`src/verilog/pipe_pkg.sv`:
```
package pipe_pkg;

	// ALU operand source
	typedef enum logic [1:0] {
		FWD_RF  = 2'b00,
		FWD_MEM = 2'b01,
		FWD_WB  = 2'b10
	} fwd_sel_t;

	// Halt drain sequence
	typedef enum logic [2:0] {
		RUN      = 3'd0,
		DRAIN_EX = 3'd1,
		DRAIN_WB = 3'd2,
		HALTED   = 3'd3
	} hz_state_t;

endpackage

```
`src/verilog/isa_pkg.sv`:
```
package isa_pkg;

	// Register index and flag widths
	localparam int REG_ADDR_W = 4;
	localparam int FLAG_W     = 3;

	// Flag bit positions, Z/V/N from high to low
	localparam int FLAG_Z = 2;
	localparam int FLAG_V = 1;
	localparam int FLAG_N = 0;

	typedef enum logic [3:0] {
		OP_ADD = 4'b0000,
		OP_SUB = 4'b0001,
		OP_XOR = 4'b0010,
		OP_SLL = 4'b0100,
		OP_SRA = 4'b0101,
		OP_LW  = 4'b1000,
		OP_SW  = 4'b1001,
		OP_LHB = 4'b1010,
		OP_LLB = 4'b1011,
		OP_B   = 4'b1100,
		OP_BR  = 4'b1101,
		OP_HLT = 4'b1111
	} opcode_t;

	typedef enum logic [2:0] {
		CC_NE = 3'b000,
		CC_EQ = 3'b001,
		CC_GT = 3'b010,
		CC_LT = 3'b011,
		CC_GE = 3'b100,
		CC_LE = 3'b101,
		CC_OV = 3'b110,
		CC_UN = 3'b111
	} cond_t;

	// Register view, rt doubles as imm4
	typedef struct packed {
		opcode_t                opcode;
		logic [REG_ADDR_W-1:0]  rd;
		logic [REG_ADDR_W-1:0]  rs;
		logic [REG_ADDR_W-1:0]  rt;
	} reg_view_t;

	// Branch view
	typedef struct packed {
		opcode_t    opcode;
		cond_t      cond;
		logic [8:0] offset;
	} br_view_t;

	typedef union packed {
		reg_view_t r;
		br_view_t  b;
	} instr_t;

	// ADD r0, r0, r0
	localparam logic [15:0] NOP_WORD = 16'h0000;

	// First read register, zero when nothing is read
	function automatic logic [REG_ADDR_W-1:0] src1_of(instr_t i);
		case (i.r.opcode)
			OP_SW, OP_LLB, OP_LHB: return i.r.rd;
			OP_B, OP_HLT:          return '0;
			default:               return i.r.rs;
		endcase
	endfunction

	// Second read register, zero when nothing is read
	function automatic logic [REG_ADDR_W-1:0] src2_of(instr_t i);
		case (i.r.opcode)
			OP_ADD, OP_SUB, OP_XOR: return i.r.rt;
			// Store data sits in rs
			OP_SW:                  return i.r.rs;
			default:                return '0;
		endcase
	endfunction

endpackage
```
`src/verilog/forward_unit.sv`:
```
`timescale 1ns/1ns

module forward_unit (
	input  logic [isa_pkg::REG_ADDR_W-1:0] ex_rs1,
	input  logic [isa_pkg::REG_ADDR_W-1:0] ex_rs2,
	input  logic [isa_pkg::REG_ADDR_W-1:0] mem_rd,
	input  logic [isa_pkg::REG_ADDR_W-1:0] wb_rd,
	input  logic                           mem_we,
	input  logic                           wb_we,
	output pipe_pkg::fwd_sel_t             sel_a,
	output pipe_pkg::fwd_sel_t             sel_b
);

	import isa_pkg::*;
	import pipe_pkg::*;

	// Youngest producer wins, r0 never forwards
	function automatic fwd_sel_t pick(logic [REG_ADDR_W-1:0] src,
		logic [REG_ADDR_W-1:0] m_rd, logic m_we,
		logic [REG_ADDR_W-1:0] w_rd, logic w_we);
		if (m_we && (m_rd != '0) && (m_rd == src))
			return FWD_MEM;
		if (w_we && (w_rd != '0) && (w_rd == src))
			return FWD_WB;
		return FWD_RF;
	endfunction

	// ex_rs2 is r0 when the instruction reads no second register
	assign sel_a = pick(ex_rs1, mem_rd, mem_we, wb_rd, wb_we);
	assign sel_b = pick(ex_rs2, mem_rd, mem_we, wb_rd, wb_we);

endmodule

```
`config.mk`:
```
export PLATFORM = sky130hd
export DESIGN_NAME = forward_unit
export DESIGN_NICKNAME = d
export VERILOG_FILES = /design/src/verilog/pipe_pkg.sv /design/src/verilog/isa_pkg.sv /design/src/verilog/forward_unit.sv
export SDC_FILE = /design/constraint.sdc
export NUM_CORES = 1
export LEC_CHECK = 0
export ABC_AREA = 1
export BUFFER_PORTS_ARGS = -buffer_cell sky130_fd_sc_hd__buf_2
export CAP_MARGIN = 40
export CORE_AREA = 5 5 42 44
export DETAILED_ROUTE_END_ITERATION = 12
export DIE_AREA = 0 0 47 49
export GPL_TIMING_DRIVEN = 0
export PLACE_DENSITY = 0.63
export SLEW_MARGIN = 40
export SYNTH_ARGS = -nofsm -noshare
export SYNTH_HDL_FRONTEND = slang
export SYNTH_SLANG_ARGS = --single-unit
```
`constraint.sdc`:
```
create_clock -name vclk -period 0.9
set_clock_uncertainty 0.2 [all_clocks]
set_input_delay 0.18 -clock vclk [all_inputs]
set_output_delay 0.18 -clock vclk [all_outputs]
set_load 0.01 [all_outputs]
```
## Word-level counts from Yosys, hierarchy flattened

Cells that the tools add are included.

- Reductions and logical operators: 8
- Bitwise logic cells: 0
- Shifts and indexed selects: 0
- Divide/modulo/power cells: 0
- Multiply operators: 0
- Mux-type cells: 14
- Add/sub/neg operators: 0
- Order comparisons: 0
- Equality and inequality tests: 4

Operators by type and width:

| kind | number |
|---|---|
| equality test 4 bit | 4 |
| 2-to-1 mux 2 bit | 8 |
| nonzero test 4 bit | 2 |
| logical AND 1 bit | 6 |
| 2-to-1 mux 1 bit | 6 |

- Latch bits: 0
- Memories kept: 0
- Output and inout bits: 4
- Bits in read-only memories: 0
- Bits in writable memories: 0
- Flip-flop bits (word level): 0

## Depth between registers and ports, before layout

Gate-level depths: netlist of the first run.

- Word-level depth: 7
- Gate-level depth with buffers: 7

## Worst setup path after synthesis of the first run

OpenSTA, ideal clock, no wires.

- Kind: input-to-output
- Start: in ex_rs1[1] (netlist name)
- End: out sel_a[1]
- Stages: 7
- Buffers on the path: 0
- Arrival time: 0.739 ns
- Required time: 0.520 ns
- Path slack: -0.219 ns
- Path through: inv_1 > nand2_1 > nand2_1 > nor2_1 > nand2_1 > nor2_1 > nor2_1

- Longest elaborated chain between the ends: 6

Ends and longest elaborated chain:

| element | RTL line | RTL |
|---|---|---|
| start: declaration | forward_unit.sv:4 | `input logic [isa_pkg::REG_ADDR_W-1:0] ex_rs1,` |
| equality test 4 bit | forward_unit.sv:23 | `if (w_we && (w_rd != '0) && (w_rd == src))` |
| logical AND 1 bit | forward_unit.sv:23 |  |
| 2-to-1 mux 1 bit (2 in a row) | forward_unit.sv:23 |  |
| 2-to-1 mux 2 bit | forward_unit.sv:25 | `return FWD_RF;` |
| 2-to-1 mux 2 bit * | forward_unit.sv:23 |  |
| end: declaration | forward_unit.sv:10 | `output pipe_pkg::fwd_sel_t sel_a,` |

Mark *: on every way between the ends. The rest lies on a longest branch, timed or not. The select of a mux whose other input is x is not followed.

## Worst setup path after layout of the first run

- Start: in ex_rs2[2] (netlist name)
- End: out sel_b[1]

- Longest elaborated chain between the ends: 6

Ends and longest elaborated chain:

| element | RTL line | RTL |
|---|---|---|
| start: declaration | forward_unit.sv:5 | `input logic [isa_pkg::REG_ADDR_W-1:0] ex_rs2,` |
| equality test 4 bit | forward_unit.sv:23 |  |
| logical AND 1 bit | forward_unit.sv:23 |  |
| 2-to-1 mux 1 bit (2 in a row) | forward_unit.sv:23 |  |
| 2-to-1 mux 2 bit | forward_unit.sv:25 |  |
| 2-to-1 mux 2 bit * | forward_unit.sv:23 |  |
| end: declaration | forward_unit.sv:11 | `output pipe_pkg::fwd_sel_t sel_b` |

Marked as above.

==> flow_summary.json, run 1 <==
{
  "first_pass_iters": 3,
  "syn_area_um2": 323,
  "p_sw_share_pct": 47.2,
  "start_util_pct": 23.0,
  "wl_per_cell_um": 8.50,
  "synthCells": 81,
  "drt_iter0_markers": 3,
  "yosysUniqueCellTypes": 8,
  "diodes": 0,
  "leakagePower_nw": 0.402,
  "min_path_type": "primary input to output pin",
  "n_sequential_cell": 0,
  "area_growth_pct": 131,
  "crit_buf_inv": 2,
  "grt_pass1_wl_mm": 1.64,
  "worstSetupEndpointType": "output pin",
  "path_cells": "buf_6 -> xor2_1 -> nor2_1 -> nand3_2 -> nor2_4 -> buf_6",
  "outcome": "finished, violations left",
  "yosysTopAreaCell": "nand2_1",
  "post-route-util_pct": 53.3,
  "cts_hold_buffers": 0,
  "num_vias": 502,
  "finalMaxSlewViolations": 0,
  "fillers": 145,
  "layout_common_cells": "nand2_1, buf_6, nand2_2",
  "regArea_um2": 0,
  "power_frac_clock_pct": 0,
  "holdWs_ns": 0.521,
  "crit_path_start_kind": "primary input",
  "finalCritPeriodShare_pct": 142,
  "fin_ws_ns": -0.377,
  "row_count": 14,
  "overflow": 0,
  "place.gp.congestion": 0.770,
  "pin_count": 22,
  "die-width_um": 47,
  "period_minus_slack_ns": 1.28,
  "critPathMaxStageDelay_ns": 0.15,
  "crit_arrival_ns": 0.90,
  "vdd_ir_drop_max_v": 0.000208,
  "grtUsageTotal_pct": 8.70,
  "combPwrFrac_pct": 100.0,
  "cp.required_ns": 0.52,
  "vias_per_cell": 4.22,
  "finalSetupViolations": 4,
  "hold_violations": 0,
  "critPathMaxFanout": 3,
  "dieArea_um2": 2300,
  "cpMostUsedCell": "buf_6",
  "coreArea_um2": 1400,
  "final_common_cell": "nand2_1",
  "finalWirelength_mm": 1.01,
  "grt_pass1_vias": 404,
  "drive_gt1_share_pct": 52.4,
  "slew_headroom_pct": 87.7,
  "nets": 123,
  "rsz0062_at_grt": "true",
  "synth_nets": 99,
  "synth_top_area_share_pct": 51.2,
  "antenna_found_initial": 0,
  "power_density_nw_per_um2": 426,
  "crit_family": "simple AND/OR/NAND/NOR gates",
  "path_class": "primary input to output pin",
  "portBuffers": 22,
  "num-clock-buffers": 0,
  "violations": "negative setup slack",
  "die_y_um": 49,
  "intPower_mw": 0.168,
  "pwr-share-seq_pct": 0,
  "grt_max_degree": 5,
  "switchingPower_mw": 0.150,
  "avgSynthCellArea_um2": 3.99,
  "max_freq_mhz": 783,
  "maxCapViolCount": 0,
  "ys_seq_area_share_pct": 0,
  "ys_top_cells_by_area": "nand2_1, nor2_1, inv_1, xor2_1, nand3_1",
  "synth-warning-count": 0,
  "worstMarginPinSlew_ns": 0.183,
  "critPathSlowestCell": "nor2_1",
  "hpwl_um": 878,
  "drc_errors": 0,
  "antenna_left": 0
}
cell type report:
type / instances / area, um2 / share of cell area (%)
inverters: 16 / 95.1 / 12.7
multi-input cells: 65 / 363 / 48.6
well taps: 16 / 20.0 / 2.68
repair buffers: 22 / 269 / 36.0
synthesized netlist by cell type:
cell type and number:
nor2_1 14, o21ai_1 1, inv_1 13, a21boi_1 1, nand3_1 3, inv_2 3, nand2_1 44, xor2_1 2
cell families after synthesis:
| group | synth area share, % |
|---|---|
| compound gates | 3.88 |
| xor+xnor | 5.43 |
| buf+inv | 18.6 |
| simple gates | 72.1 |
path summary, 6_finish.rpt:
| path | endpoint | cells past startpoint | from |
|---|---|---|---|
| worst min-delay path | sel_a[0] | 4 | mem_we |
| worst max-delay path | sel_b[1] | 6 | ex_rs2[2] |
worst min-delay path, cell delays in order:
cell,delay [ns]
buf_2,0.11
o21ai_4,0.08
nor2_4,0.06
buf_6,0.11
metrics by stage:
step | worst slack [ns] | setup TNS [ns] | std cells | area (um2) | total power, mW
after floorplan | -0.157 | -0.500 | 81 | 414 | 0.130
after global placement | -0.496 | -1.91 | 119 | 544 | 0.223
after detailed placement | -0.506 | -1.95 | 119 | 544 | 0.226
after CTS | -0.391 | -1.42 | 119 | 713 | 0.304
after global routing | -0.439 | -1.61 | 119 | 747 | 0.351
final | -0.377 | -1.36 | 119 | 747 | 0.318
repair_timing:
action,CTS,global route
gates resized for setup,45,10
setup buffers,0,0
setup endpoints to repair,4,4
gates cloned,0,0
pin swaps,26,9
layer usage:
layer | part of all wire, % | global-route usage, % | vias up
met5 | 0 | 0 | -
met4 | 0 | 0 | 0
met3 | 4.5 | 0 | 0
met2 | 56 | 14.7 | 9
met1 | 39 | 12.8 | 213
li1 | - | - | 280
power by group through the flow:
stage	clock network [mW]	registers, mW	logic (mW)
2_1_floorplan	0	0	0.130
3_3_place_gp	0	0	0.223
3_5_place_dp	0	0	0.226
4_1_cts	0	0	0.304
5_1_grt	0	0	0.351
6_report	0	0	0.318
No activity file was read; power rests on OpenSTA's default activity.
==> run 2: changes to the inputs <==
--- a/config.mk
+++ b/config.mk
@@ -8,11 +8,13 @@
 export ABC_AREA = 1
 export BUFFER_PORTS_ARGS = -buffer_cell sky130_fd_sc_hd__buf_2
 export CAP_MARGIN = 40
+export CELL_PAD_IN_SITES_DETAIL_PLACEMENT = 0
+export CELL_PAD_IN_SITES_GLOBAL_PLACEMENT = 1
 export CORE_AREA = 5 5 42 44
 export DETAILED_ROUTE_END_ITERATION = 12
 export DIE_AREA = 0 0 47 49
 export GPL_TIMING_DRIVEN = 0
-export PLACE_DENSITY = 0.63
+export PLACE_DENSITY = 0.86
 export SLEW_MARGIN = 40
 export SYNTH_ARGS = -nofsm -noshare
 export SYNTH_HDL_FRONTEND = slang
==> run 2 against run 1 <==
First-iteration DRC count did not move. Wire length is 3.2% higher. Core utilization grew 1.3 points. Global-route usage up 0.63 points. Final cell count up 0.84%. Critical path depth is 3 higher. Sequential share of layout area unchanged. The run still ends with negative setup slack left. Total power increased by 5.2%. Flip-flop and latch count did not move. Non-clock buffer count grew 1.
==> flow_summary.json, run 2 (synthesis gave the netlist of run 1 again) <==
{
  "area_growth_pct": 137,
  "grtUsageTotal_pct": 9.33,
  "start_util_pct": 23.0,
  "fin_ws_ns": -0.379,
  "num_vias": 505,
  "die-width_um": 47,
  "portBuffers": 22,
  "outcome": "finished, violations left",
  "coreArea_um2": 1400,
  "antenna_left": 0,
  "crit_arrival_ns": 0.90,
  "grt_pass1_wl_mm": 1.74,
  "drc_errors": 0,
  "place.gp.congestion": 0.738,
  "diodes": 0,
  "nets": 124,
  "worstSetupEndpointType": "output pin",
  "overflow": 0,
  "layout_common_cells": "nand2_1, nand2_2, buf_6",
  "hold_violations": 0,
  "antenna_found_initial": 0,
  "max_freq_mhz": 782,
  "finalMaxSlewViolations": 0,
  "dieArea_um2": 2300,
  "finalSetupViolations": 4,
  "die_y_um": 49,
  "path_class": "primary input to output pin",
  "critPathMaxFanout": 3,
  "hpwl_um": 873,
  "first_pass_iters": 4,
  "finalWirelength_mm": 1.04,
  "grt_max_degree": 5,
  "power_mw": 0.335,
  "period_minus_slack_ns": 1.28,
  "violations": "negative setup slack",
  "tns_ns": -1.48,
  "final_common_cell": "nand2_1",
  "crit_path_start_kind": "primary input",
  "row_count": 14,
  "worstMarginPinSlew_ns": 0.186,
  "place_inst": 119,
  "drive_gt1_share_pct": 62.5,
  "drt_iter0_markers": 3,
  "wl_per_cell_um": 8.69,
  "n_sequential_cell": 0,
  "vias_per_cell": 4.21,
  "holdWs_ns": 0.516,
  "grt_pass1_vias": 478,
  "vdd_ir_drop_max_v": 0.000178,
  "regArea_um2": 0,
  "preCtsSetupSlack_ns": -0.518,
  "cp.required_ns": 0.52,
  "num-clock-buffers": 0,
  "leakagePower_nw": 0.405,
  "pin_count": 22,
  "finalCritPeriodShare_pct": 142,
  "power_density_nw_per_um2": 438,
  "maxCapViolCount": 0,
  "instances_no_fill": 120,
  "rsz0062_at_grt": "true",
  "multiInputGateArea_um2": 388,
  "min_path_type": "primary input to output pin",
  "slew_headroom_pct": 87.6,
  "fillers": 144
}
[run 2: area by class of cell]
type | count | share of cell area (%)
multi-input cells | 65 | 50.7
repair buffers | 23 | 33.9
inverters | 16 | 12.8
well taps | 16 | 2.62
[run 2: through the flow]
stage,cell area [um2],util [%]
after floorplan,414,-
after global placement,544,38.8
after CTS,694,49.6
after global routing,764,54.6
final,764,54.6
after detailed placement,544,38.8
[run 2: repair_timing]
item | in CTS | in global routing
gates resized for setup | 42 | 22
buffers inserted | 0 | 1
endpoints found under the setup margin | 4 | 4
hold buffers | 0 | 0
pin swaps | 17 | 16
[run 2: worst max-delay path, cell delays in order]
cell and delay (ns):
buf_2 0.11, inv_2 0.04, nand2_1 0.06, nand2_1 0.05
nor2_1 0.10, nand2_1 0.10, nor2_4 0.14, nor2_4 0.04
buf_6 0.11
[run 2: path summary, 6_finish.rpt]
check	startpoint	end	cells after the start
max	ex_rs1[0]	sel_a[1]	9
min	mem_we	sel_b[0]	4
[run 2: power by group]
group / total [mW] / switching, mW / internal (mW)
registers: 0 / 0 / 0
clock network: 0 / 0 / 0
logic: 0.335 / 0.163 / 0.172
[run 2: per-layer routing]
layer / GRT usage (%) / share of wire, %
met3: 0 / 3.9
met4: 0 / 0
met1: 11.1 / 38
met2: 18.6 / 58
met5: 0 / 0
