### src/verilog/pipe_pkg.sv
package pipe_pkg;

	// ALU operand source
	typedef enum logic [1:0] {
		FWD_RF  = 2'b00,
		FWD_MEM = 2'b01,
		FWD_WB  = 2'b10
	} fwd_sel_t;

	// Halt drain sequence
	typedef enum logic [2:0] {
		RUN      = 3'd0,
		DRAIN_EX = 3'd1,
		DRAIN_WB = 3'd2,
		HALTED   = 3'd3
	} hz_state_t;

endpackage

### src/verilog/isa_pkg.sv
package isa_pkg;

	// Register index and flag widths
	localparam int REG_ADDR_W = 4;
	localparam int FLAG_W     = 3;

	// Flag bit positions, Z/V/N from high to low
	localparam int FLAG_Z = 2;
	localparam int FLAG_V = 1;
	localparam int FLAG_N = 0;

	typedef enum logic [3:0] {
		OP_ADD = 4'b0000,
		OP_SUB = 4'b0001,
		OP_XOR = 4'b0010,
		OP_SLL = 4'b0100,
		OP_SRA = 4'b0101,
		OP_LW  = 4'b1000,
		OP_SW  = 4'b1001,
		OP_LHB = 4'b1010,
		OP_LLB = 4'b1011,
		OP_B   = 4'b1100,
		OP_BR  = 4'b1101,
		OP_HLT = 4'b1111
	} opcode_t;

	typedef enum logic [2:0] {
		CC_NE = 3'b000,
		CC_EQ = 3'b001,
		CC_GT = 3'b010,
		CC_LT = 3'b011,
		CC_GE = 3'b100,
		CC_LE = 3'b101,
		CC_OV = 3'b110,
		CC_UN = 3'b111
	} cond_t;

	// Register view, rt doubles as imm4
	typedef struct packed {
		opcode_t                opcode;
		logic [REG_ADDR_W-1:0]  rd;
		logic [REG_ADDR_W-1:0]  rs;
		logic [REG_ADDR_W-1:0]  rt;
	} reg_view_t;

	// Branch view
	typedef struct packed {
		opcode_t    opcode;
		cond_t      cond;
		logic [8:0] offset;
	} br_view_t;

	typedef union packed {
		reg_view_t r;
		br_view_t  b;
	} instr_t;

	// ADD r0, r0, r0
	localparam logic [15:0] NOP_WORD = 16'h0000;

	// First read register, zero when nothing is read
	function automatic logic [REG_ADDR_W-1:0] src1_of(instr_t i);
		case (i.r.opcode)
			OP_SW, OP_LLB, OP_LHB: return i.r.rd;
			OP_B, OP_HLT:          return '0;
			default:               return i.r.rs;
		endcase
	endfunction

	// Second read register, zero when nothing is read
	function automatic logic [REG_ADDR_W-1:0] src2_of(instr_t i);
		case (i.r.opcode)
			OP_ADD, OP_SUB, OP_XOR: return i.r.rt;
			// Store data sits in rs
			OP_SW:                  return i.r.rs;
			default:                return '0;
		endcase
	endfunction

endpackage
### src/verilog/hazard_ctrl.sv
`timescale 1ns/1ns

module hazard_ctrl (
	input  logic                           clk,
	input  logic                           rst,
	input  isa_pkg::instr_t                id_instr,
	input  logic                           ex_is_load,
	input  logic [isa_pkg::REG_ADDR_W-1:0] ex_rd,
	input  logic                           branch_taken,
	output logic                           stall,
	output logic                           flush,
	output logic                           hold_fetch,
	output logic                           hlt
);

	import isa_pkg::*;
	import pipe_pkg::*;

	hz_state_t state;
	logic      id_uses_ex_rd;
	logic      halt_seen;

	// ----------------------------------------
	// Load-use detection
	// ----------------------------------------
	// Unused sources come back as r0, which never matches
	assign id_uses_ex_rd = (ex_rd != '0) &&
		((src1_of(id_instr) == ex_rd) || (src2_of(id_instr) == ex_rd));
	assign stall = ex_is_load && id_uses_ex_rd;

	// Taken branch squashes decode and fetch
	assign flush = branch_taken;

	// HLT in decode, unless it sits in a branch shadow
	assign halt_seen = (state == RUN) && (id_instr.r.opcode == OP_HLT) && !branch_taken;

	// Fetch freezes at HLT + 2 from here on
	assign hold_fetch = stall || halt_seen || (state != RUN);
	assign hlt        = (state == HALTED);

	// ----------------------------------------
	// Halt drain
	// ----------------------------------------
	always_ff @(posedge clk) begin
		if (rst) begin
			state <= RUN;
		end else begin
			case (state)
				RUN:      if (halt_seen) state <= DRAIN_EX;
				// HLT in execute
				DRAIN_EX: state <= DRAIN_WB;
				// Last older instruction writes back here
				DRAIN_WB: state <= HALTED;
				default:  state <= HALTED;
			endcase
		end
	end

endmodule

### config.mk
export PLATFORM = sky130hd
export DESIGN_NAME = hazard_ctrl
export DESIGN_NICKNAME = d
export VERILOG_FILES = /design/src/verilog/pipe_pkg.sv /design/src/verilog/isa_pkg.sv /design/src/verilog/hazard_ctrl.sv
export SDC_FILE = /design/constraint.sdc
export NUM_CORES = 1
export LEC_CHECK = 0
export BUFFER_PORTS_ARGS = -buffer_cell sky130_fd_sc_hd__buf_2
export CORE_ASPECT_RATIO = 1.25
export CORE_MARGIN = 2
export CORE_UTILIZATION = 25
export DETAILED_ROUTE_END_ITERATION = 12
export SETUP_SLACK_MARGIN = 0.05
export SLEW_MARGIN = 20
export SYNTH_ARGS = -nofsm -noshare
export SYNTH_HDL_FRONTEND = slang
export SYNTH_SLANG_ARGS = --single-unit
### constraint.sdc
create_clock -name clk -period 3.43 [get_ports clk]
set_clock_uncertainty 0.15 [all_clocks]
set_input_delay 0.343 -clock clk [delete_from_list [all_inputs] [get_ports clk]]
set_output_delay 0.343 -clock clk [all_outputs]
set_load 0.05 [all_outputs]
**Word level (Yosys, flattened, before mapping)**

Cells that the tools add are included.

- Eq/ne operators: 12
- Mux-type cells: 4
- Reduce and logical (&&, ||, !) cells: 15

Operators by type and width:

| operator | number |
|---|---|
| $eq 4x4->1 const B | 5 |
| $pmux 4 s2 | 2 |
| $eq 4x4->1 | 2 |
| $pmux 3 s2 | 1 |
| $reduce_or 3->1 | 2 |
| $eq 4x1->1 const B | 1 |
| $eq 4x2->1 const B | 1 |
| $logic_and 1x1->1 | 4 |
| $logic_not 4->1 | 1 |
| $reduce_bool 4->1 | 1 |
| $eq 3x1->1 const B | 1 |
| $eq 3x2->1 const B | 1 |
| $logic_not 3->1 | 1 |
| $logic_or 1x1->1 | 3 |
| $mux 3 | 1 |
| $reduce_bool 3->1 | 1 |
| $ne 2x2->1 const B | 1 |
| $reduce_or 2->1 | 1 |
| $logic_not 1->1 | 1 |

- Register bits: 3
- Input port bits: 24
- Output and inout port bits: 4
- Word-level logic and storage cells: 32

**Logic depth before layout (Yosys ltp)**

Gate-level depths: netlist (run 1).

- Depth in word-level cells: 9
- Depth in mapped cells: 7
- Gate-level depth less buffers: 6

**Least setup slack after synthesis (run 1)**

OpenSTA, ideal clock, no wires.

- Path kind: input -> output
- From: input port id_instr[12] in the netlist's numbering
- To: output port stall
- Arrival: 2.062 ns
- Data required time: 2.937 ns
- Path slack: 0.875 ns
- Stages on the path: 7
- Buffers on the path: 1
- Cell sequence: buf_4 > and2_1 > a211oi_1 > xor2_1 > nor4_1 > a41oi_2 > nor2_1

- Longest elaborated chain between the ends: 7
- Elaborated cells on any way between the ends: 18
- Classes of those cells: eq/ne: 9; mux: 2; reduce/logical: 7

Ends and longest elaborated chain:

| item | line | source |
|---|---|---|
| from (decl) | hazard_ctrl.sv:6 | `input isa_pkg::instr_t id_instr,` |
| $eq 4x4->1, or another cell as far along | isa_pkg.sv:63, isa_pkg.sv:72 |  |
| $reduce_or 3->1, or another cell as far along | isa_pkg.sv:63 | `case (i.r.opcode)` |
| $pmux 4 s2 (on tied branches) | isa_pkg.sv:63, isa_pkg.sv:72 |  |
| $eq 4x4->1 | hazard_ctrl.sv:28 | `((src1_of(id_instr) == ex_rd) \|\| (src2_of(id_instr) == ex_rd));` |
| $logic_or 1x1->1 * | hazard_ctrl.sv:28 |  |
| $logic_and 1x1->1 * | hazard_ctrl.sv:27 | `assign id_uses_ex_rd = (ex_rd != '0) &&` |
| $logic_and 1x1->1 * | hazard_ctrl.sv:29 | `assign stall = ex_is_load && id_uses_ex_rd;` |
| to (decl) | hazard_ctrl.sv:10 | `output logic stall,` |

Mark *: on every way between the ends. The rest lies on a longest branch, timed or not.

**Worst setup path in the final report (run 1)**

- From: input port id_instr[12] in the netlist's numbering
- To: output port hold_fetch

- Longest elaborated chain between the ends: 9
- Elaborated cells on any way between the ends: 22
- Classes of those cells: eq/ne: 9; mux: 2; reduce/logical: 11

Ends and longest elaborated chain:

| item | line | source |
|---|---|---|
| $eq 4x4->1, or another cell as far along | isa_pkg.sv:63, isa_pkg.sv:72 |  |
| $reduce_or 3->1, or another cell as far along | isa_pkg.sv:63 |  |
| $pmux 4 s2 (on tied branches) | isa_pkg.sv:63, isa_pkg.sv:72 |  |
| $eq 4x4->1 | hazard_ctrl.sv:28 |  |
| $logic_or 1x1->1 | hazard_ctrl.sv:28 |  |
| $logic_and 1x1->1 | hazard_ctrl.sv:27 |  |
| $logic_and 1x1->1 | hazard_ctrl.sv:29 |  |
| $logic_or 1x1->1 * (2 in series) | hazard_ctrl.sv:38 | `assign hold_fetch = stall \|\| halt_seen \|\| (state != RUN);` |
| to (decl) | hazard_ctrl.sv:12 | `output logic hold_fetch,` |

Marked as above.

==> qor.txt, run 1 <==
Placeable Area = 1740 um2
Critical path type = in -> out
PortBufs = 27
Actual slew at the worst max-slew pin = 0.481 ns
Grt ovf = 0
R2R setup slack = 2.48 ns
Worst VDD drop = 0.000176 V
Cts bufs inserted = 3
Syn nets = 85
Met3 WL post-DR = 65 um
Vias in the first global route = 489
Cell Area, Synth = 452 um2
Setup Buffers After CTS = 0
Hold Slack = 0.148 ns
Final Net Count = 113
Clock sink count = 2
Period utilisation layout = 0.705
Yosys cell types = 24
Worst Path Required = 2.94 ns
Largest net degree at the start of global routing = 15
Sequential share of the synthesized area = 0.0886
Reg2Reg Depth = 3
Number of flip-flops in the largest register = 2
Routed wl met2 = 643 um
Ports = 28
Share of layout cells above drive strength 1 = 0.402
Power per cell area = 274 nW/um2
Max Fclk = 414 MHz
Most flops, register = state
Detailed Place HPWL = 1.01 mm
Commonest non-fill, non-tap cell in the layout = buf_2
Hold EP = state[1]
Yosys top cell area share = 0.175
Die H = 51.5 um
Comb pwr share = 0.528
Total track usage = 0.115
Resized Gates After CTS = 0
Max-slew headroom = 0.675
Synth warn = 0
Synth-to-Final Area Change = 33.2%
Clock latency at the later pin of the worst-skew pair = 0.22 ns
Multi-input logic area = 377 um2
Startpoint Class = input pin
Met1 WL = 461 um
Number of H-tree levels = 1
Pre-Repair DR Iteration Count = 4
Setup_tns = 0 ns
Antenna Cells = 0
Final Setup Violations = 0
Synth top area cells = xor2_1, a211oi_1, dfxtp_1
Outcome = finished, final reports clean
Routed WL = 1.17 mm
Clock transition at the registers of the reported paths = 0.03 ns
Final hold vios = 0
CP Capture Type = output pin
# Max-Cap Violations = 0
CTS Hold Bufs = 0
RSZ-0062 raised after global routing = false
DIE AREA = 2170 um2
Clock power share = 0.301
First DRT Iteration DRCs = 10
Most frequent cells in the layout = buf_2, xor2_1, a211oi_1
Dpl ws = 0.981 ns
Post-detailed-route count of antenna-violating nets = 0
Worst reg2reg path startpoint = state[1]
Int Pwr = 0.0000993 W
Die X = 42.0 um
Drt drc = 0
Worst hold stages = 2
Flops & latches, synth = 2
Final Max Tran Viols = 0
CTS tree = done
Hold Path Origin = rst
Reg area = 40.0 um2
Pleak = 0.278 nW
DR WL/cell = 11.0 um
Filler instances = 200
Vias per inst = 5.08
Max clock buf depth = 2
Initial antenna violation count = 0
Leading area contributor after synthesis = xor2_1
# rows = 17
CP arrival = 1.92 ns
First-pass GRT wire length = 1.94 mm
Register share of total power = 0.171
Top Metal Used = met3
Mean Syn Cell Area = 7.40 um2
Vias after detailed routing = 538
Worst Slack Setup Final = 1.01 ns
Reg2reg end = state[0]
Sw Share = 0.398
Min Tclk post-route = 2.42 ns
Clock root cell = clkbuf_4
CP max FO = 12
Hold crit path type = in -> reg
Overall Power = 0.000165 W
Psw = 0.0000657 W
Synth Instances = 61
Initial Util = 0.259
Routability congestion estimate = 0.740
Regs by FF count = state: 2 flops
[Yosys cell counts]
library cell,n
dfxtp_1,2
and2_1,5
nor2_1,3
or2b_1,1
a211oi_1,6
nand3_1,4
nor4_1,1
buf_2,1
nand4_1,1
o21ai_0,1
and3_1,2
o21bai_2,1
nand2b_1,5
buf_4,2
o21ai_2,1
o41ai_1,1
inv_1,1
a221oi_2,2
nor2b_1,1
a21oi_1,5
buf_6,1
nand2_1,4
xor2_1,9
a41oi_2,1
[worst max-delay path by stage]
stage	endpoint	depth (start not counted)	start
final	hold_fetch	8	id_instr[12]
after global routing	hold_fetch	8	id_instr[12]
after CTS	hold_fetch	8	id_instr[12]
after detailed placement	hold_fetch	8	id_instr[12]
after global placement	hold_fetch	8	id_instr[12]
after floorplan	stall	7	id_instr[12]
[metal layers]
layer / track usage / vias up
li1: - / 276
met1: 0.133 / 242
met2: 0.214 / 20
met3: 0.0139 / 0
met4: 0.0469 / 0
met5: 0 / -
[area by class of cell]
| class | count | share of cell area |
|---|---|---|
| Sequential cell | 2 | 0.0665 |
| Tap cell | 19 | 0.0395 |
| Clock buffer | 3 | 0.0374 |
| Timing Repair Buffer | 27 | 0.225 |
| Multi-Input combinational cell | 54 | 0.626 |
| Inverter | 1 | 0.00624 |
[critical path, cell delays in order]
cell and delay (ns):
buf_2 0.17, and2_1 0.19, a211oi_1 0.27, xor2_1 0.10, nor4_1 0.38, a41oi_2 0.08
o21bai_2 0.12, buf_2 0.27
[power by group through the flow]
stage	Clock [W]	Sequential, W	Combinational, W
finish	0.0000497	0.0000282	0.0000872
global route	0.0000551	0.0000285	0.0000966
CTS	0.0000519	0.0000282	0.0000880
detailed placement	0	0.0000285	0.0000878
global placement	0	0.0000284	0.0000860
floorplan	0	0.0000282	0.0000625
[through the flow]
stage	instances	instance area (um2)	utilization
floorplan	61	452	-
detailed placement	103	579	0.332
global route	106	602	0.345
global placement	103	579	0.332
CTS	106	602	0.345
finish	106	602	0.345
[kinds of logic (layout without fill, tap and decap cells)]
family / count (synthesis) / in the layout / synth area share
AOI/OAI and AO/OA: 18 / 18 / 0.332
xor gates and xnor gates: 9 / 9 / 0.175
buffers and inverters: 5 / 31 / 0.0775
DFF: 2 / 2 / 0.0886
and+or+nand+nor: 27 / 27 / 0.327
Power figures use the tool's default switching activity.
==> run 2: changes to the inputs <==
Clock period 3.43 ns to 2.3 ns, I/O delays scaled along.
==> run 2 against run 1 <==
Against the previous run: via count is 1.9% lower; clock-buffer cell count unchanged; sequential share of layout area down 0.25 points.
==> qor.txt, run 2 (synthesis gave the netlist of run 1 again) <==
Outcome = finished, final reports clean
Actual slew at the worst max-slew pin = 0.590 ns
Setup_tns = 0 ns
Most flops, register = state
Cts bufs inserted = 3
Placement Cell Area = 582 um2
Number of H-tree levels = 1
Commonest non-fill, non-tap cell in the layout = buf_2
Psw = 0.000102 W
Power per cell area = 408 nW/um2
CP Capture Type = output pin
Int Pwr = 0.000153 W
CP delay by family, top = compound AO/OA/AOI/OAI gates
CP cell instances = buf_2 > xor2_1 > o21ai_2 > a221oi_2 > xor2_1 > a41oi_2 > o21bai_2 > clkbuf_4
Most frequent CP cell = xor2_1
Sw Share = 0.401
Vias after detailed routing = 528
Max clock buf depth = 2
CP arrival = 1.76 ns
Detailed Place HPWL = 948 um
Pre-Repair DR Iteration Count = 4
Worst Path Buf+Inv = 2
Final Setup Violations = 0
Register share of total power = 0.165
PortBufs = 27
Grt ovf = 0
# rows = 17
Comb pwr share = 0.539
Start point of the critical path = id_instr[14]
First DRT Iteration DRCs = 4
CTS Hold Bufs = 0
Vias in the first global route = 404
DIE AREA = 2170 um2
Non-Filler Cell Area, Final = 626 um2
First-pass GRT wire length = 1.60 mm
Antenna Cells = 0
Routed wl met2 = 581 um
Worst VDD drop = 0.000200 V
CTS tree = done
Initial Util = 0.259
Clock latency at the later pin of the worst-skew pair = 0.22 ns
Critical path type = in -> out
Top Metal Used = met3
Routed WL = 1.12 mm
Critical path depth = 8
Met3 WL post-DR = 55 um
Worst reg2reg path startpoint = state[1]
Period utilisation layout = 0.930
Initial antenna violation count = 0
Clock root cell = clkbuf_4
Die H = 51.5 um
Final Net Count = 113
R2R setup slack = 1.34 ns
Most frequent cells in the layout = buf_2, xor2_1
Clock sink count = 2
Final Max Tran Viols = 0
Min Tclk post-route = 2.14 ns
Pleak = 0.280 nW
CP max stage delay = 0.32 ns
Ports = 28
RSZ-0062 raised after global routing = false
Hold crit path type = in -> reg
Worst hold stages = 2
Vias per inst = 4.98
Synth-to-Final Area Change = 38.5%
Max Fclk = 467 MHz
Final hold vios = 0
Routability congestion estimate = 0.801
Startpoint Class = input pin
CP max FO = 9
CP Capture Point = hold_fetch
DR WL/cell = 10.5 um
Total track usage = 0.0953
# Max-Cap Violations = 0
Worst Path Required = 1.92 ns
Post-detailed-route count of antenna-violating nets = 0
Placeable Area = 1740 um2
Drt drc = 0
Share of layout cells above drive strength 1 = 0.448
Number of flip-flops in the largest register = 2
Largest net degree at the start of global routing = 15
Regs by FF count = state: 2 flops
Die X = 42.0 um
Clock power share = 0.296
Clock transition at the registers of the reported paths = 0.03 ns
Slowest stage cell, crit path = a221oi_2
Max-slew headroom = 0.601
Reg2Reg Depth = 3
Met1 WL = 478 um
Reg2reg end = state[0]
-- run 2: changes by cell type in the layout (fill, tap and decap cells not counted), sizes merged --
cell    change
buf         -2
clkbuf      +2
-- run 2: power by group through the flow --
stage	clock network (W)	registers, W	logic [W]
after floorplan	0	0.0000420	0.0000939
after global routing	0.0000822	0.0000431	0.000149
after global placement	0	0.0000423	0.000129
after CTS	0.0000777	0.0000420	0.000131
final	0.0000756	0.0000420	0.000137
after detailed placement	0	0.0000424	0.000131
-- run 2: final cells by class --
cell class / instances / area, um2
flip-flops and latches: 2 / 40.0
well taps: 19 / 23.8
multi-input cells: 54 / 395
clock buffers: 3 / 22.5
fillers: 196 / 1120
inverters: 1 / 3.75
repair buffers: 27 / 140
-- run 2: worst min path at each step --
| stage | startpoint | end | slack [ns] |
|---|---|---|---|
| 6_report | rst | state[1] | 0.04 |
| 5_1_grt | rst | state[1] | 0.04 |
| 4_1_cts | rst | state[1] | 0.03 |
| 3_5_place_dp | rst | state[1] | 0.26 |
| 3_3_place_gp | rst | state[1] | 0.25 |
| 2_1_floorplan | rst | state[1] | 0.15 |
-- run 2: per-layer routing --
metal	track usage	vias to the layer above
met3	0.0139	0
met2	0.167	17
met5	0	-
met4	0.0469	0
li1	-	276
met1	0.114	235
-- run 2: worst register-to-register path: cells and delay by family (launching register included) --
kind	cells	cell delay, ns
DFF	1	0.30
and+or+nand+nor	2	0.28
AOI/OAI and AO/OA	1	0.12
-- run 2: what timing repair did --
| item | 4_1_cts | 5_1_grt |
|---|---|---|
| endpoints found under the setup margin | 0 | 2 |
| hold endpoints to repair | 0 | 0 |
| resized for setup | 0 | 5 |
| buffers inserted | 0 | 0 |
-- run 2: stage by stage --
stage | utilization | hold slack [ns] | setup WS [ns] | instances | power [W]
6_report | 0.359 | 0.0351 | 0.161 | 106 | 0.000255
5_1_grt | 0.359 | 0.0372 | 0.0551 | 106 | 0.000275
4_1_cts | 0.346 | 0.0303 | 0.0702 | 106 | 0.000251
3_5_place_dp | 0.334 | 0.259 | 0.0697 | 103 | 0.000174
3_3_place_gp | 0.334 | 0.254 | 0.114 | 103 | 0.000171
2_1_floorplan | - | 0.152 | 0.162 | 61 | 0.000136
==> run 3: changes to the inputs <==
Settings changed: CORE_AREA set to 2 2 39 41, CORE_ASPECT_RATIO 1.25 to not set, CORE_MARGIN 2 to not set, CORE_UTILIZATION 25 to not set, DIE_AREA set to 0 0 41 43, PLACE_DENSITY set to 0.72.
==> run 3 against run 2 <==
Against the previous run: power increased by 2.3%; clock-buffer cell count unchanged; cell area decreased by 1.6%; setup slack got worse by 0.0043 ns; critical path depth unchanged; maximum frequency decreased by 0.20%; hold slack improved by 0.0054 ns; global-route usage increased by 4.0 points; final cell count decreased by 2.8%; non-clock buffer count unchanged; sequential power increased by 1%; die area decreased by 19%; critical endpoint unchanged; largest cell class unchanged.
==> qor.txt, run 3 (synthesis gave the netlist of run 1 again) <==
Antenna Cells = 0
Power per cell area = 424 nW/um2
Die X = 41 um
Most frequent cells in the layout = buf_2, xor2_1, and2_1, nand2b_1, a21oi_1
Placed Cells = 100
Grt ovf = 0
Actual slew at the worst max-slew pin = 0.583 ns
Routability congestion estimate = 0.735
Vias per inst = 5.25
Total track usage = 0.135
Largest net degree at the start of global routing = 15
PortBufs = 27
CTS Hold Bufs = 0
Final Setup Violations = 0
First DRT Iteration DRCs = 3
Clock latency at the later pin of the worst-skew pair = 0.23 ns
Multi-input logic area = 389 um2
Max clock buf depth = 2
Int Pwr = 0.000153 W
Psw = 0.000108 W
First-pass GRT wire length = 1.67 mm
Sw Share = 0.412
Max-slew headroom = 0.606
Vias after detailed routing = 541
Detailed Place HPWL = 915 um
Worst Path Required = 1.92 ns
R2R setup slack = 1.32 ns
CTS tree = done
Drt drc = 0
Share of layout cells above drive strength 1 = 0.437
Synth-to-Final Area Change = 36.3%
Outcome = finished, final reports clean
# rows = 14
Number of H-tree levels = 1
Hold Slack = 0.0405 ns
Most flops, register = state
Regs by FF count = state: 2 flops
Clock sink count = 2
CP max FO = 12
Setup_tns = 0 ns
Initial antenna violation count = 0
Comb pwr share = 0.525
CP Capture Type = output pin
# Max-Cap Violations = 0
Number of flip-flops in the largest register = 2
Filler instances = 156
Reg area = 40.0 um2
Post-detailed-route count of antenna-violating nets = 0
Die H = 43 um
Final hold vios = 0
Clock transition at the registers of the reported paths = 0.04 ns
Min Tclk post-route = 2.14 ns
Initial Util = 0.326
Pre-Repair DR Iteration Count = 4
RSZ-0062 raised after global routing = true
Cts bufs inserted = 3
Vias in the first global route = 442
Clock root cell = clkbuf_4
DR WL/cell = 11.2 um
Worst VDD drop = 0.000148 V
Final Max Tran Viols = 0
Fin util = 0.445
Startpoint Class = input pin
Final Net Count = 113
Layout Cells excl Fill = 103
Clock power share = 0.312
Max Fclk = 467 MHz
Critical path type = in -> out
Pleak = 0.280 nW
Commonest non-fill, non-tap cell in the layout = buf_2
Ports = 28
Register share of total power = 0.163
Placeable Area = 1380 um2
Period utilisation layout = 0.932
CP arrival = 1.76 ns
Hold crit path type = in -> reg
DIE AREA = 1760 um2
Routed WL = 1.15 mm
run 3: cell types whose count changed in the layout (fill, tap and decap cells not counted), sizes merged:
cell	previous run	this run
clkbuf	5	4
buf	25	26
run 3: area by class of cell:
cell class | instances | area share
multi-input cells | 54 | 0.632
repair buffers | 27 | 0.228
well taps | 16 | 0.0325
flip-flops and latches | 2 | 0.0650
inverters | 1 | 0.00610
clock buffers | 3 | 0.0366
run 3: critical path, stage by stage:
cell and delay, ns:
buf_2 0.17, and2_1 0.20, a211oi_1 0.26, xor2_1 0.11, nor4_1 0.36, a41oi_2 0.09
o21bai_2 0.13, buf_4 0.21
run 3: final timing paths:
kind | from | endpoint | depth (start not counted)
setup / recovery | id_instr[12] | hold_fetch | 8
hold / removal | rst | state[1] | 2
setup reg to reg | state[1] | state[0] | 3
hold reg to reg | state[0] | state[1] | 2
run 3: what timing repair did:
item | 4_1_cts | 5_1_grt
setup endpoints to repair | 0 | 2
resized for setup | 0 | 5
setup buffers | 0 | 0
hold endpoints to repair | 0 | 0
run 3: stage by stage:
step,setup WS [ns],instance area [um2],total power (W)
after floorplan,0.162,454,0.000136
after global placement,0.132,578,0.000170
after detailed placement,0.0906,578,0.000173
after CTS,0.0888,601,0.000259
after global routing,0.0495,616,0.000277
final,0.157,616,0.000261
run 3: power groups by stage:
| stage | combinational, W | sequential, W | clock, W |
|---|---|---|---|
| after floorplan | 0.0000939 | 0.0000420 | 0 |
| final | 0.000137 | 0.0000424 | 0.0000815 |
| after global routing | 0.000148 | 0.0000437 | 0.0000859 |
| after global placement | 0.000128 | 0.0000422 | 0 |
| after detailed placement | 0.000130 | 0.0000424 | 0 |
| after CTS | 0.000131 | 0.0000425 | 0.0000847 |
run 3: metal layers:
layer | up-vias | share of wire | global-route usage
li1 | 274 | - | -
met1 | 243 | 0.40 | 0.156
met2 | 22 | 0.54 | 0.241
met3 | 2 | 0.056 | 0.0157
met4 | 0 | 0.0070 | 0.0400
met5 | - | 0 | 0
